File: config.mk
export PLATFORM = sky130hd
export DESIGN_NAME = camera_front_end
export DESIGN_NICKNAME = d
export VERILOG_FILES = /design/src/source/camera_pkg.sv /design/src/source/camera_front_end.sv /design/src/source/csi2_packet_parser.sv /design/src/source/exposure_metering.sv /design/src/source/frame_output_packer.sv /design/src/source/pan_crop.sv
export VERILOG_INCLUDE_DIRS = /design/src /design/src/source
export SDC_FILE = /design/constraint.sdc
export NUM_CORES = 1
export LEC_CHECK = 0
export BUFFER_PORTS_ARGS = -buffer_cell sky130_fd_sc_hd__buf_2
export CAP_MARGIN = 10
export CORE_MARGIN = 3
export CORE_UTILIZATION = 45
export CTS_CLUSTER_SIZE = 24
export DETAILED_ROUTE_END_ITERATION = 10
export PLACE_DENSITY = 0.73
export SYNTH_ARGS = -nofsm -noshare
export SYNTH_HDL_FRONTEND = slang
export SYNTH_SLANG_ARGS = --single-unit
File: constraint.sdc
create_clock -name mipi_byte_clock -period 6.4 [get_ports mipi_byte_clock]
set_input_delay 0 -clock mipi_byte_clock [delete_from_list [all_inputs] [get_ports mipi_byte_clock]]
set_output_delay 0 -clock mipi_byte_clock [all_outputs]
set_load 0.05 [all_outputs]
File: src/source/camera_defines.svh
/*
 * Camera front end parameters
 * Pixel and coordinate widths, output FIFO sizing and metering scale
 */

`ifndef CAMERA_DEFINES_SVH
`define CAMERA_DEFINES_SVH

// RAW8 pixel
`define PIXEL_WIDTH 8

// Column and row counters, enough for 2047 x 2047
`define COORD_WIDTH 11

// Output packer FIFO entries
`define OUTPUT_FIFO_DEPTH 32

// Credits held by the packer after reset
`define OUTPUT_CREDITS 8

// Frame sum is divided by 2^METERING_SHIFT before saturation
`define METERING_SHIFT 8

`endif

File: src/source/camera_pkg.sv
/*
 * Camera front end types
 * CSI-2 data types, parser states and the structs passed between blocks
 */

`default_nettype none

`include "camera_defines.svh"

package camera_pkg;

    typedef enum logic [5:0] {
        DT_FRAME_START = 6'h00,
        DT_FRAME_END   = 6'h01,
        DT_RAW8        = 6'h2A
    } csi2_data_type_e;

    typedef enum logic [1:0] {
        PS_HEADER,
        PS_PAYLOAD,
        PS_CRC
    } parser_state_e;

    typedef struct packed {
        logic                    valid;
        logic                    packet_start;  // First byte of a packet
        logic [7:0]              data;
    } mipi_byte_t;

    typedef struct packed {
        logic                    valid;
        logic                    frame_start;
        logic                    frame_end;
        logic [`COORD_WIDTH-1:0] x;
        logic [`COORD_WIDTH-1:0] y;
        logic [`PIXEL_WIDTH-1:0] data;
    } pixel_t;

    // Start bounds inclusive, end bounds exclusive
    typedef struct packed {
        logic [`COORD_WIDTH-1:0] x_start;
        logic [`COORD_WIDTH-1:0] x_end;
        logic [`COORD_WIDTH-1:0] y_start;
        logic [`COORD_WIDTH-1:0] y_end;
    } crop_window_t;

    typedef struct packed {
        logic                    valid;
        logic                    is_metering;   // Last word of a frame
        logic [`PIXEL_WIDTH-1:0] data;
    } output_word_t;

endpackage

`default_nettype wire

File: src/source/camera_front_end.sv
/*
 * Camera front end
 * CSI-2 parsing, pan crop and exposure metering merged into one
 * credit-controlled output stream
 */

`timescale 1ns/1ps
`default_nettype none

module camera_front_end (
    input  wire logic                     mipi_byte_clock,
    input  wire logic                     mipi_byte_reset_n,
    input  wire camera_pkg::mipi_byte_t   byte_i,
    input  wire camera_pkg::crop_window_t crop_window_i,
    input  wire logic                     credit_return_i,
    output camera_pkg::output_word_t      word_o,
    output logic                          overflow_o
);

    camera_pkg::pixel_t parsed_pixel;    // Full frame, feeds crop and meter
    camera_pkg::pixel_t cropped_pixel;
    logic [7:0]         metering;
    logic               metering_valid;

    csi2_packet_parser csi2_packet_parser_i (
        .mipi_byte_clock   (mipi_byte_clock),
        .mipi_byte_reset_n (mipi_byte_reset_n),
        .byte_i            (byte_i),
        .pixel_o           (parsed_pixel)
    );

    pan_crop pan_crop_i (
        .mipi_byte_clock   (mipi_byte_clock),
        .mipi_byte_reset_n (mipi_byte_reset_n),
        .window_i          (crop_window_i),
        .pixel_i           (parsed_pixel),
        .pixel_o           (cropped_pixel)
    );

    exposure_metering exposure_metering_i (
        .mipi_byte_clock   (mipi_byte_clock),
        .mipi_byte_reset_n (mipi_byte_reset_n),
        .pixel_i           (parsed_pixel),
        .metering_o        (metering),
        .metering_valid_o  (metering_valid)
    );

    frame_output_packer frame_output_packer_i (
        .mipi_byte_clock   (mipi_byte_clock),
        .mipi_byte_reset_n (mipi_byte_reset_n),
        .pixel_i           (cropped_pixel),
        .metering_i        (metering),
        .metering_valid_i  (metering_valid),
        .credit_return_i   (credit_return_i),
        .word_o            (word_o),
        .overflow_o        (overflow_o)
    );

endmodule

`default_nettype wire

File: src/source/csi2_packet_parser.sv
/*
 * CSI-2 packet parser
 * Walks the single-lane byte stream and turns RAW8 line payloads
 * into pixels with coordinates and frame markers
 */

`timescale 1ns/1ps
`default_nettype none

`include "camera_defines.svh"

module csi2_packet_parser (
    input  wire logic                   mipi_byte_clock,
    input  wire logic                   mipi_byte_reset_n,
    input  wire camera_pkg::mipi_byte_t byte_i,
    output camera_pkg::pixel_t          pixel_o
);

    camera_pkg::parser_state_e   state_q;
    camera_pkg::csi2_data_type_e data_type_q;
    logic [1:0]                  header_count_q;   // Next header byte, 0 while idle
    logic [15:0]                 word_count_q;
    logic [15:0]                 remaining_q;      // Payload bytes still to come
    logic                        crc_second_q;
    logic [`COORD_WIDTH-1:0]     x_q;
    logic [`COORD_WIDTH-1:0]     y_q;
    logic                        in_frame_q;
    logic                        long_packet;
    logic                        is_raw8;

    // Data types 0x10 and up are long packets with payload and CRC
    assign long_packet = data_type_q[5:4] != 2'b00;
    assign is_raw8     = data_type_q == camera_pkg::DT_RAW8;

    always_ff @(posedge mipi_byte_clock or negedge mipi_byte_reset_n) begin
        if (!mipi_byte_reset_n) begin
            state_q        <= camera_pkg::PS_HEADER;
            data_type_q    <= camera_pkg::DT_FRAME_START;
            header_count_q <= 2'd0;
            word_count_q   <= '0;
            remaining_q    <= '0;
            crc_second_q   <= 1'b0;
            x_q            <= '0;
            y_q            <= '0;
            in_frame_q     <= 1'b0;
            pixel_o        <= '0;
        end else begin
            pixel_o.valid       <= 1'b0;
            pixel_o.frame_start <= 1'b0;
            pixel_o.frame_end   <= 1'b0;

            if (byte_i.valid && byte_i.packet_start) begin
                // Data identifier byte, virtual channel bits dropped
                data_type_q    <= camera_pkg::csi2_data_type_e'(byte_i.data[5:0]);
                header_count_q <= 2'd1;
                state_q        <= camera_pkg::PS_HEADER;
            end else if (byte_i.valid) begin
                case (state_q)
                    camera_pkg::PS_HEADER: begin
                        if (header_count_q == 2'd1) begin
                            word_count_q[7:0] <= byte_i.data;
                            header_count_q    <= 2'd2;
                        end else if (header_count_q == 2'd2) begin
                            word_count_q[15:8] <= byte_i.data;
                            header_count_q     <= 2'd3;
                        end else if (header_count_q == 2'd3) begin
                            header_count_q <= 2'd0;        // ECC byte not checked
                            case (data_type_q)
                                camera_pkg::DT_FRAME_START: begin
                                    in_frame_q          <= 1'b1;
                                    y_q                 <= '0;
                                    pixel_o.frame_start <= 1'b1;
                                end
                                camera_pkg::DT_FRAME_END: begin
                                    in_frame_q        <= 1'b0;
                                    y_q               <= '0;
                                    pixel_o.frame_end <= 1'b1;
                                end
                                default: begin
                                    if (long_packet) begin
                                        remaining_q  <= word_count_q;
                                        x_q          <= '0;
                                        crc_second_q <= 1'b0;
                                        state_q      <= (word_count_q == 16'd0) ?
                                                        camera_pkg::PS_CRC :
                                                        camera_pkg::PS_PAYLOAD;
                                    end
                                end
                            endcase
                        end
                    end
                    camera_pkg::PS_PAYLOAD: begin
                        if (is_raw8) begin
                            pixel_o.valid <= 1'b1;
                            pixel_o.x     <= x_q;
                            pixel_o.y     <= y_q;
                            pixel_o.data  <= byte_i.data;
                            x_q           <= x_q + 1'b1;
                        end
                        remaining_q <= remaining_q - 1'b1;
                        if (remaining_q == 16'd1) begin
                            state_q <= camera_pkg::PS_CRC;
                        end
                    end
                    camera_pkg::PS_CRC: begin
                        crc_second_q <= 1'b1;                  // Two CRC bytes skipped
                        if (crc_second_q) begin
                            state_q <= camera_pkg::PS_HEADER;
                            if (is_raw8) begin
                                y_q <= y_q + 1'b1;
                            end
                        end
                    end
                    default: state_q <= camera_pkg::PS_HEADER;
                endcase
            end
        end
    end

    // Receiver must wrap every RAW8 line in frame start and frame end packets
    assert property (@(posedge mipi_byte_clock) disable iff (!mipi_byte_reset_n)
        pixel_o.valid |-> in_frame_q)
        else $error("RAW8 pixel received outside a frame");

endmodule

`default_nettype wire

File: src/source/exposure_metering.sv
/*
 * Exposure meter
 * Sums every pixel of a frame and reports the scaled, saturated
 * average brightness at frame end
 */

`timescale 1ns/1ps
`default_nettype none

`include "camera_defines.svh"

module exposure_metering (
    input  wire logic               mipi_byte_clock,
    input  wire logic               mipi_byte_reset_n,
    input  wire camera_pkg::pixel_t pixel_i,
    output logic [7:0]              metering_o,
    output logic                    metering_valid_o
);

    // Wide enough for a full 2047 x 2047 frame of white pixels
    localparam int ACC_WIDTH = 2 * `COORD_WIDTH + `PIXEL_WIDTH;

    logic [ACC_WIDTH-1:0]    acc_q;
    logic [ACC_WIDTH-1:0]    sum_next;
    logic [ACC_WIDTH-1:0]    scaled;
    logic [`PIXEL_WIDTH-1:0] addend;

    assign addend = pixel_i.valid ? pixel_i.data : '0;

    always_comb begin
        if (pixel_i.frame_start) begin
            sum_next = ACC_WIDTH'(addend);         // Restart on a new frame
        end else begin
            sum_next = acc_q + ACC_WIDTH'(addend);
        end
        scaled = sum_next >> `METERING_SHIFT;
    end

    always_ff @(posedge mipi_byte_clock or negedge mipi_byte_reset_n) begin
        if (!mipi_byte_reset_n) begin
            acc_q            <= '0;
            metering_valid_o <= 1'b0;
        end else begin
            acc_q            <= sum_next;
            metering_valid_o <= pixel_i.frame_end;
        end
    end

    always_ff @(posedge mipi_byte_clock) begin
        if (pixel_i.frame_end) begin
            if (|scaled[ACC_WIDTH-1:8]) begin
                metering_o <= 8'hff;               // Saturate bright frames
            end else begin
                metering_o <= scaled[7:0];
            end
        end
    end

endmodule

`default_nettype wire

File: src/source/frame_output_packer.sv
/*
 * Frame output packer
 * Queues cropped pixels and the metering byte in one FIFO and sends
 * them downstream under credit-based flow control
 */

`timescale 1ns/1ps
`default_nettype none

`include "camera_defines.svh"

module frame_output_packer (
    input  wire logic                 mipi_byte_clock,
    input  wire logic                 mipi_byte_reset_n,
    input  wire camera_pkg::pixel_t   pixel_i,
    input  wire logic [7:0]           metering_i,
    input  wire logic                 metering_valid_i,
    input  wire logic                 credit_return_i,
    output camera_pkg::output_word_t  word_o,
    output logic                      overflow_o
);

    localparam int DEPTH        = `OUTPUT_FIFO_DEPTH;
    localparam int ADDR_WIDTH   = $clog2(DEPTH);
    localparam int CREDIT_WIDTH = $clog2(`OUTPUT_CREDITS + 1);

    // Entry is the metering tag above the data byte
    logic [`PIXEL_WIDTH:0]   fifo_mem [DEPTH];
    logic [ADDR_WIDTH:0]     wr_ptr_q;             // Extra bit tells full from empty
    logic [ADDR_WIDTH:0]     rd_ptr_q;
    logic [CREDIT_WIDTH-1:0] credits_q;
    logic                    write;
    logic                    full;
    logic                    empty;
    logic                    pop;
    logic [`PIXEL_WIDTH:0]   write_entry;
    logic [`PIXEL_WIDTH:0]   read_entry;

    assign write       = pixel_i.valid || metering_valid_i;
    assign write_entry = metering_valid_i ? {1'b1, metering_i} : {1'b0, pixel_i.data};

    assign empty = wr_ptr_q == rd_ptr_q;
    assign full  = (wr_ptr_q[ADDR_WIDTH] != rd_ptr_q[ADDR_WIDTH]) &&
                   (wr_ptr_q[ADDR_WIDTH-1:0] == rd_ptr_q[ADDR_WIDTH-1:0]);
    assign pop   = !empty && (credits_q != '0);

    assign read_entry = fifo_mem[rd_ptr_q[ADDR_WIDTH-1:0]];

    always_ff @(posedge mipi_byte_clock) begin
        if (write && !full) begin
            fifo_mem[wr_ptr_q[ADDR_WIDTH-1:0]] <= write_entry;
        end
    end

    always_ff @(posedge mipi_byte_clock or negedge mipi_byte_reset_n) begin
        if (!mipi_byte_reset_n) begin
            wr_ptr_q   <= '0;
            rd_ptr_q   <= '0;
            credits_q  <= CREDIT_WIDTH'(`OUTPUT_CREDITS);
            overflow_o <= 1'b0;
            word_o     <= '0;
        end else begin
            if (write && !full) begin
                wr_ptr_q <= wr_ptr_q + 1'b1;
            end else if (write) begin
                overflow_o <= 1'b1;                // Word dropped, sticky until reset
            end

            word_o.valid <= pop;
            if (pop) begin
                rd_ptr_q           <= rd_ptr_q + 1'b1;
                word_o.is_metering <= read_entry[`PIXEL_WIDTH];
                word_o.data        <= read_entry[`PIXEL_WIDTH-1:0];
            end

            credits_q <= credits_q - CREDIT_WIDTH'(pop) + CREDIT_WIDTH'(credit_return_i);
        end
    end

    // Metering result must line up with the crop frame end and never hit a pixel
    assert property (@(posedge mipi_byte_clock) disable iff (!mipi_byte_reset_n)
        pixel_i.frame_end == metering_valid_i && !(metering_valid_i && pixel_i.valid))
        else $error("Metering byte not aligned with cropped frame end");

    // Consumer returns no more credits than words it received
    assert property (@(posedge mipi_byte_clock) disable iff (!mipi_byte_reset_n)
        credits_q <= CREDIT_WIDTH'(`OUTPUT_CREDITS))
        else $error("Credit count above OUTPUT_CREDITS");

endmodule

`default_nettype wire

File: src/source/pan_crop.sv
/*
 * Pan crop window
 * Keeps only pixels inside a per-frame window and re-bases their
 * coordinates to the window origin
 */

`timescale 1ns/1ps
`default_nettype none

`include "camera_defines.svh"

module pan_crop (
    input  wire logic                     mipi_byte_clock,
    input  wire logic                     mipi_byte_reset_n,
    input  wire camera_pkg::crop_window_t window_i,
    input  wire camera_pkg::pixel_t       pixel_i,
    output camera_pkg::pixel_t            pixel_o
);

    camera_pkg::crop_window_t window_q;    // Held for the whole frame
    camera_pkg::crop_window_t window;
    logic                     x_inside;
    logic                     y_inside;

    // New bounds apply from the frame start marker onwards
    assign window = pixel_i.frame_start ? window_i : window_q;

    assign x_inside = (pixel_i.x >= window.x_start) && (pixel_i.x < window.x_end);
    assign y_inside = (pixel_i.y >= window.y_start) && (pixel_i.y < window.y_end);

    always_ff @(posedge mipi_byte_clock or negedge mipi_byte_reset_n) begin
        if (!mipi_byte_reset_n) begin
            window_q <= '0;
        end else if (pixel_i.frame_start) begin
            window_q <= window_i;
        end
    end

    always_ff @(posedge mipi_byte_clock or negedge mipi_byte_reset_n) begin
        if (!mipi_byte_reset_n) begin
            pixel_o <= '0;
        end else begin
            pixel_o.valid       <= pixel_i.valid && x_inside && y_inside;
            pixel_o.frame_start <= pixel_i.frame_start;    // Markers pass unchanged
            pixel_o.frame_end   <= pixel_i.frame_end;
            pixel_o.x           <= pixel_i.x - window.x_start;
            pixel_o.y           <= pixel_i.y - window.y_start;
            pixel_o.data        <= pixel_i.data;
        end
    end

endmodule

`default_nettype wire

==> impl_metrics.tcl, run 1 <==
set metrics [dict create \
    outcome "completed" \
    synth-edff-count 296 \
    pwr-share-seq_pct 45.9 \
    cts.path.max_buffers 3 \
    clk_pin_slew_ps 60 \
    ys_seq_elements 505 \
    crit_type "reg -> reg" \
    drt_iter0_markers 1012 \
    syn-num-nets 1634 \
    synthesis.area_um2 22080 \
    root_buffer "clkbuf_16" \
    synth_top_area_share_pct 40.25 \
    syn-instance-count 1508 \
    cts_hold_buffers 57 \
    p_clk_share_pct 36.0 \
    hp-class "in -> async" \
    fillers 3830 \
    clock_latency_ps 610 \
    grt_pass1_vias 13230 \
    post_cts_resized 0 \
    cts_tree "done" \
    relSlewSlack_pct 17.39 \
    layout.nets 1762 \
    power.density_nw_per_um2 338.6 \
    fin_setup_tns_ps 0 \
    crit_path_start "frame_output_packer_i.rd_ptr_q[3]" \
    switching_share_pct 28.08 \
    first_pass_iters 5 \
    cap_violations 0 \
    power_frac_comb_pct 18.0 \
    ys_top_cells_by_count "edfxtp_1, dfrtp_1, nor2_1" \
    min_period_ps 3651 \
    die-height_um 227.5 \
    row_count 80 \
    synth.distinct_cells 75 \
    slowest_delay_ps 950 \
    initial_core_util_pct 45.87 \
    avgSynthCellArea_um2 14.64 \
    drcViolationCount 0 \
    synth_xor_area_share_pct 2.181 \
    antenna_found_initial 1 \
    yosysWarnings 0 \
    critPathCaptureType "flop" \
    yosysSeqAreaShare_pct 63.94 \
    insertedDiodeCount 0 \
    switchingPower_mw 2.420 \
    synth_top_area_cell "edfxtp_1" \
    die_w_um 227.5 \
    io_pins 68 \
    syn_to_final_growth_pct 15.26 \
    synth_area_leaders "edfxtp_1, dfrtp_1, mux4_2" \
    min_period_over_period_pct 57.05 \
    fmaxAchievable_mhz 273.9 \
    p_leak_nw 10.66 \
    yosysMostFrequentCell "edfxtp_1" \
    synthAdderAreaFrac_pct 3.978 \
    gp_congestion 0.8419 \
    clock_sinks 505 \
    skew_ps 22.95 \
    post_cts_buffers 0 \
    ir_worst_vdd_mv 0.3454 \
    grt_pass1_wl_mm 76.41 \
    tightest_slew_ps 1232 \
    synth-main-ff-cell "edfxtp_1" \
    internal_power_mw 6.199 \
    worst-endpoint-arrival_ps 3890 \
    routed_via_density 5.575 \
    grtUsageTotal_pct 19.19 \
    fp.dieArea_um2 51770 \
    worstPathMaxFanout 22 \
    drive_above_1_share_pct 19.58 \
    numCtsBuffers 52 \
    critPathLaunchType "flop" \
    finalSetupViolations 0 \
    slowest_stage "dfrtp_1" \
    drtAntennaViolNets 0 \
    gr-total-overflow 0 \
    synth_top_family_by_area "multiplexers" \
    ys_async_sr_fraction_pct 41.39 \
    r2r-start "frame_output_packer_i.rd_ptr_q[3]" \
    rsz0062_at_grt "false" \
    synth_compound_area_share_pct 5.405 \
    crit_required_ps 6640 \
    core-area_um2 48150 \
    grt_max_degree 94 \
    synthSimpleGateAreaFrac_pct 8.233 \
    htreeDepth 2 \
    vias 13020 \
    whs_ps 29.07 \
    synthMuxAreaShare_pct 14.00 \
    portBuffers 67 \
    slew_viol_final 0 \
    hold_violations 0 \
    dp_hpwl_mm 31.63 \
    drt-wirelength-per-cell_um 20.85 \
    routed_wl_mm 48.71 \
    worstPathCellList "xnor2_1, nand3_1, nor3_1, a21oi_1, nand2_1, nor2_1" \
]
==> critical path, delay by kind of cell (launching register included) <==
family                    cells  cell delay (ps)
DFF                           1              950
and+or+nand+nor               4             1600
xor gates and xnor gates      1              180
AOI/OAI and AO/OA             1              530
==> per-layer routing <==
metal	routed length (um)	global-route usage [%]	vias up	share of wire, %
li1	-	-	5912	-
met1	20350	26.00	6574	42
met2	23530	31.25	454	48
met3	3653	4.487	83	7.5
met4	1174	5.709	0	2.4
met5	0	0	-	0
==> final timing paths <==
kind	end	slack, ps	depth (start not counted)
max in group asynchronous	csi2_packet_parser_i.pixel_o[31]	4920	3
hold / removal	csi2_packet_parser_i.pixel_o[24]	30	2
setup / recovery	frame_output_packer_i.fifo_mem[23][0]	2750	6
hold reg to reg	pan_crop_i.pixel_o[5]	400	0
min in group mipi_byte_clock	csi2_packet_parser_i.state_q[1]	190	3
setup reg to reg	frame_output_packer_i.fifo_mem[23][0]	2750	6
==> through the flow <==
| step | instance area, um2 | instances | utilization [%] | power, mW | setup WS, ps |
|---|---|---|---|---|---|
| finish | 25450 | 2336 | 52.87 | 8.619 | 2749 |
| global route | 25450 | 2336 | 52.87 | 8.989 | 2429 |
| CTS | 25450 | 2336 | 52.87 | 8.681 | 2729 |
| detailed placement | 23110 | 2181 | 47.99 | 5.551 | 2755 |
| global placement | 23110 | 2181 | 47.99 | 5.501 | 2881 |
| floorplan | 22080 | 1508 | - | 5.105 | 3279 |
==> sequential cells by signal, indices dropped and copies added, names as in the netlist, 2 cells and up <==
signal and count:
frame_output_packer_i.fifo_mem 288, pan_crop_i.window_q 44, csi2_packet_parser_i.pixel_o 33, exposure_metering_i.acc_q 30
csi2_packet_parser_i.remaining_q 16, csi2_packet_parser_i.word_count_q 16, csi2_packet_parser_i.x_q 11, csi2_packet_parser_i.y_q 11
frame_output_packer_i.word_o 10, pan_crop_i.pixel_o 9, exposure_metering_i.metering_o 8, csi2_packet_parser_i.data_type_q 6
frame_output_packer_i.rd_ptr_q 6, frame_output_packer_i.wr_ptr_q 6, frame_output_packer_i.credits_q 4, csi2_packet_parser_i.header_count_q 2
csi2_packet_parser_i.state_q 2
==> cell usage in the layout, fill, tap and decap left out, drive strengths merged, types with 14 or more instances in the layout <==
| cell type | count |
|---|---|
| mux2 | 50 |
| edfxtp | 296 |
| mux4 | 90 |
| nand2 | 109 |
| xor2 | 29 |
| o21ai | 55 |
| nor2 | 111 |
| clkinv | 23 |
| nand3 | 35 |
| inv | 76 |
| a21oi | 56 |
| mux2i | 50 |
| ha | 67 |
| xnor2 | 26 |
| clkbuf | 64 |
| dlygate4sd3 | 57 |
| buf | 76 |
| dfrtp | 208 |
| nor3 | 22 |
| and2 | 14 |
==> power by group through the flow <==
stage	combinational, mW	clock, mW	sequential (mW)
floorplan	1.17	0	3.94
global placement	1.49	0	4.01
detailed placement	1.53	0	4.02
CTS	1.56	3.16	3.96
global route	1.69	3.29	4.00
finish	1.56	3.11	3.96
==> kinds of logic (layout without fill, tap and decap cells) <==
kind of cell | Yosys count | after routing
muxes | 190 | 190
buffers and inverters | 131 | 303
DFF | 505 | 505
adders and majority gates | 69 | 69
and+or+nand+nor | 371 | 371
AOI/OAI and AO/OA | 187 | 187
xor gates and xnor gates | 55 | 55
==> area by class of cell <==
type | count | area [um2] | area share (%)
flip-flops and latches | 505 | 14130 | 55.51
multi-input cells | 872 | 7475 | 29.37
clock buffers | 64 | 1428 | 5.609
repair buffers | 133 | 983.4 | 3.864
well taps | 656 | 820.8 | 3.225
clock inverters | 34 | 347.8 | 1.367
inverters | 72 | 270.3 | 1.062
No activity file was read; power rests on OpenSTA's default activity.
==> run 2, diff against run 1 <==
--- a/config.mk
+++ b/config.mk
@@ -6,13 +6,14 @@
 export SDC_FILE = /design/constraint.sdc
 export NUM_CORES = 1
 export LEC_CHECK = 0
+export ABC_AREA = 1
 export BUFFER_PORTS_ARGS = -buffer_cell sky130_fd_sc_hd__buf_2
 export CAP_MARGIN = 10
 export CORE_MARGIN = 3
 export CORE_UTILIZATION = 45
 export CTS_CLUSTER_SIZE = 24
 export DETAILED_ROUTE_END_ITERATION = 10
-export PLACE_DENSITY = 0.73
+export PLACE_DENSITY = 0.75
 export SYNTH_ARGS = -nofsm -noshare
 export SYNTH_HDL_FRONTEND = slang
 export SYNTH_SLANG_ARGS = --single-unit
==> constraint.sdc (replaced) <==
create_clock -name mipi_byte_clock -period 3.2 [get_ports mipi_byte_clock]
set_input_delay 0 -clock mipi_byte_clock [delete_from_list [all_inputs] [get_ports mipi_byte_clock]]
set_output_delay 0 -clock mipi_byte_clock [all_outputs]
set_load 0.05 [all_outputs]
==> run 2 against run 1 <==
Fmax grew 29%; synthesized area up 4.3%; total power increased by 140%; global-route usage rose by 2.1 points; core utilization shrank 0.13 points; clock power is 100% higher; sequential power grew 100%; final cell count up 34%; critical path type unchanged; highest routed layer is now met5.
==> impl_metrics.tcl, run 2 <==
set metrics [dict create \
    vias 17100 \
    row_count 82 \
    ir_worst_vdd_mv 0.6288 \
    ys_async_sr_fraction_pct 41.39 \
    first_pass_iters 5 \
    syn_to_final_growth_pct 15.40 \
    portBuffers 67 \
    tightest_slew_ps 1153 \
    hp-class "in -> async" \
    clock_sinks 505 \
    crit_required_ps 3700 \
    synth.distinct_cells 58 \
    ys_top_cells_by_count "nand2_1, edfxtp_1, nor2_1" \
    synth_top_area_share_pct 38.61 \
    root_buffer "clkbuf_16" \
    min_period_ps 2836 \
    instances_no_fill 3125 \
    layout.nets 2536 \
    fin_area_um2 26570 \
    fmaxAchievable_mhz 352.6 \
    finalSetupViolations 0 \
    clk_pin_slew_ps 60 \
    routed_via_density 5.471 \
    layout_common_cells "nand2_1, edfxtp_1, nor2_1, o21ai_0, inv_1" \
    critPathCaptureType "flop" \
    min_period_over_period_pct 88.62 \
    drtAntennaViolNets 0 \
    crit_top_cell "inv_1" \
    clock_latency_ps 610 \
    skew_ps 26.16 \
    multi_input_area_um2 7679 \
    io_pins 68 \
    routed_wl_mm 56.44 \
    synth_top_area_cell "edfxtp_1" \
    avgSynthCellArea_um2 10.08 \
    drcViolationCount 0 \
    cts_tree "done" \
    yosysSeqAreaShare_pct 61.33 \
    grt_pass1_vias 17370 \
    gp_congestion 0.9285 \
    drt_iter0_markers 1453 \
    insertedDiodeCount 0 \
    yosysWarnings 0 \
    critPathLaunchType "flop" \
    hold_violations 0 \
    drive_above_1_share_pct 11.37 \
    initial_core_util_pct 45.70 \
    fin_ws_ps 364.1 \
    post_cts_resized 0 \
    cts.path.max_buffers 3 \
    synth-main-ff-cell "edfxtp_1" \
    rsz0062_at_grt "false" \
    dp_hpwl_mm 37.25 \
    fin_setup_tns_ps 0 \
    register_area_um2 14130 \
    fillers 4294 \
    grt_max_degree 117 \
    drt-wirelength-per-cell_um 18.06 \
    numCtsBuffers 51 \
    synthesis.area_um2 23020 \
    final_common_cell "nand2_1" \
    regToRegSetupSlack_ps 360 \
    post_dp_cell_area_um2 24160 \
    crit_path_start "frame_output_packer_i.rd_ptr_q[1]" \
    synth-edff-count 296 \
    whs_ps 26.33 \
    r2r-start "frame_output_packer_i.rd_ptr_q[1]" \
    worstPathMaxFanout 18 \
    synth_area_leaders "edfxtp_1, dfrtp_1, nand2_1" \
    grt_pass1_wl_mm 91.49 \
    relSlewSlack_pct 22.98 \
    grtUsageTotal_pct 21.24 \
    core-area_um2 50380 \
    worstPathCellList "buf_4, nor2_1, nor3_1, nand2_1, nor2_1, nand2_1, nand2_1, inv_1, ha_1, inv_1, ha_1, inv_1, fa_1, inv_1" \
    slew_viol_final 0 \
    p_leak_nw 11.25 \
    htreeDepth 2 \
    outcome "completed" \
    largest_reg_flops 288 \
    ys_seq_elements 505 \
    die_w_um 232.2 \
    path_buf_inv 5 \
    syn-instance-count 2285 \
    worst-endpoint-arrival_ps 3330 \
    fp.dieArea_um2 53910 \
    crit_type "reg -> reg" \
    power.density_nw_per_um2 786.1 \
    antenna_found_initial 1 \
    slowest_stage "fa_1" \
    cap_violations 0 \
    slowest_delay_ps 520 \
    die-height_um 232.2 \
    place_inst 2970 \
    pre_cts_ws_ps 379.1 \
    yosysMostFrequentCell "nand2_1" \
    crit_family "adder cells" \
    syn-num-nets 2411 \
    gr-total-overflow 0 \
]
run 2: cell count changes in the layout (fill, tap and decap cells not counted), sizes merged, moves of 41 or more:
cell   previous run  this run
nand2           109       386
o21ai            55       290
nor2            111       295
inv              76       223
nand3            35       128
mux4             90         0
mux2             50         0
mux2i            50         0
or2               3        44
run 2: per-stage QoR:
stage / utilization, % / total power [mW]
after floorplan: - / 12.57
after global placement: 47.96 / 14.26
after detailed placement: 47.96 / 14.58
after CTS: 52.66 / 20.91
after global routing: 52.74 / 22.08
final: 52.74 / 20.88
run 2: worst reg2reg max path: stages, from the launching register on:
cell and delay [ps]:
dfrtp_2 380, buf_4 220, nor2_1 70, nor3_1 190
nand2_1 70, nor2_1 180, nand2_1 90, nand2_1 80
inv_1 210, ha_1 370, inv_1 60, ha_1 160
inv_1 70, fa_1 520, inv_1 40
run 2: cells by family (layout without fill, tap and decap cells):
group,count (synthesis),in the layout,synth area share [%]
fa+ha+maj,69,69,3.815
simple gates,932,932,17.72
flops,505,505,61.33
xor+xnor,34,34,1.293
compound gates,431,431,10.52
buf+inv,314,482,5.315
run 2: area by class of cell:
| type | count | share of cell area [%] |
|---|---|---|
| Tap cell | 672 | 3.165 |
| Timing Repair Buffer | 163 | 4.841 |
| Clock inverter | 31 | 1.239 |
| Clock buffer | 65 | 5.515 |
| Sequential cell | 505 | 53.17 |
| Inverter | 223 | 3.169 |
| Multi-Input combinational cell | 1466 | 28.90 |
run 2: per-layer routing:
layer / vias to the layer above / GRT usage [%] / wire, um / part of all wire (%)
li1: 8095 / - / - / -
met1: 8284 / 26.87 / 22910 / 41
met2: 583 / 36.50 / 27840 / 49
met3: 133 / 3.508 / 3658 / 6.5
met4: 2 / 8.308 / 2007 / 3.6
met5: - / 0 / 17 / 0.030
run 2: final timing paths:
kind / endpoint / cells past startpoint
max: frame_output_packer_i.credits_q[1] / 14
min: pan_crop_i.window_q[34] / 2
min in group mipi_byte_clock: pan_crop_i.window_q[11] / 4
min reg2reg: pan_crop_i.pixel_o[0] / 0
max in group asynchronous: frame_output_packer_i.credits_q[3] / 3
max reg2reg: frame_output_packer_i.credits_q[1] / 14
run 2: power by group:
group	total (mW)	internal, mW	switching, mW
sequential	8.11	7.68	0.430
clock	6.27	3.67	2.59
combinational	6.50	2.02	4.48
run 2: timing repair:
item                                   4_1_cts  5_1_grt
buffers inserted                             0        0
hold buffers                                57        0
endpoints found under the hold margin      197        0
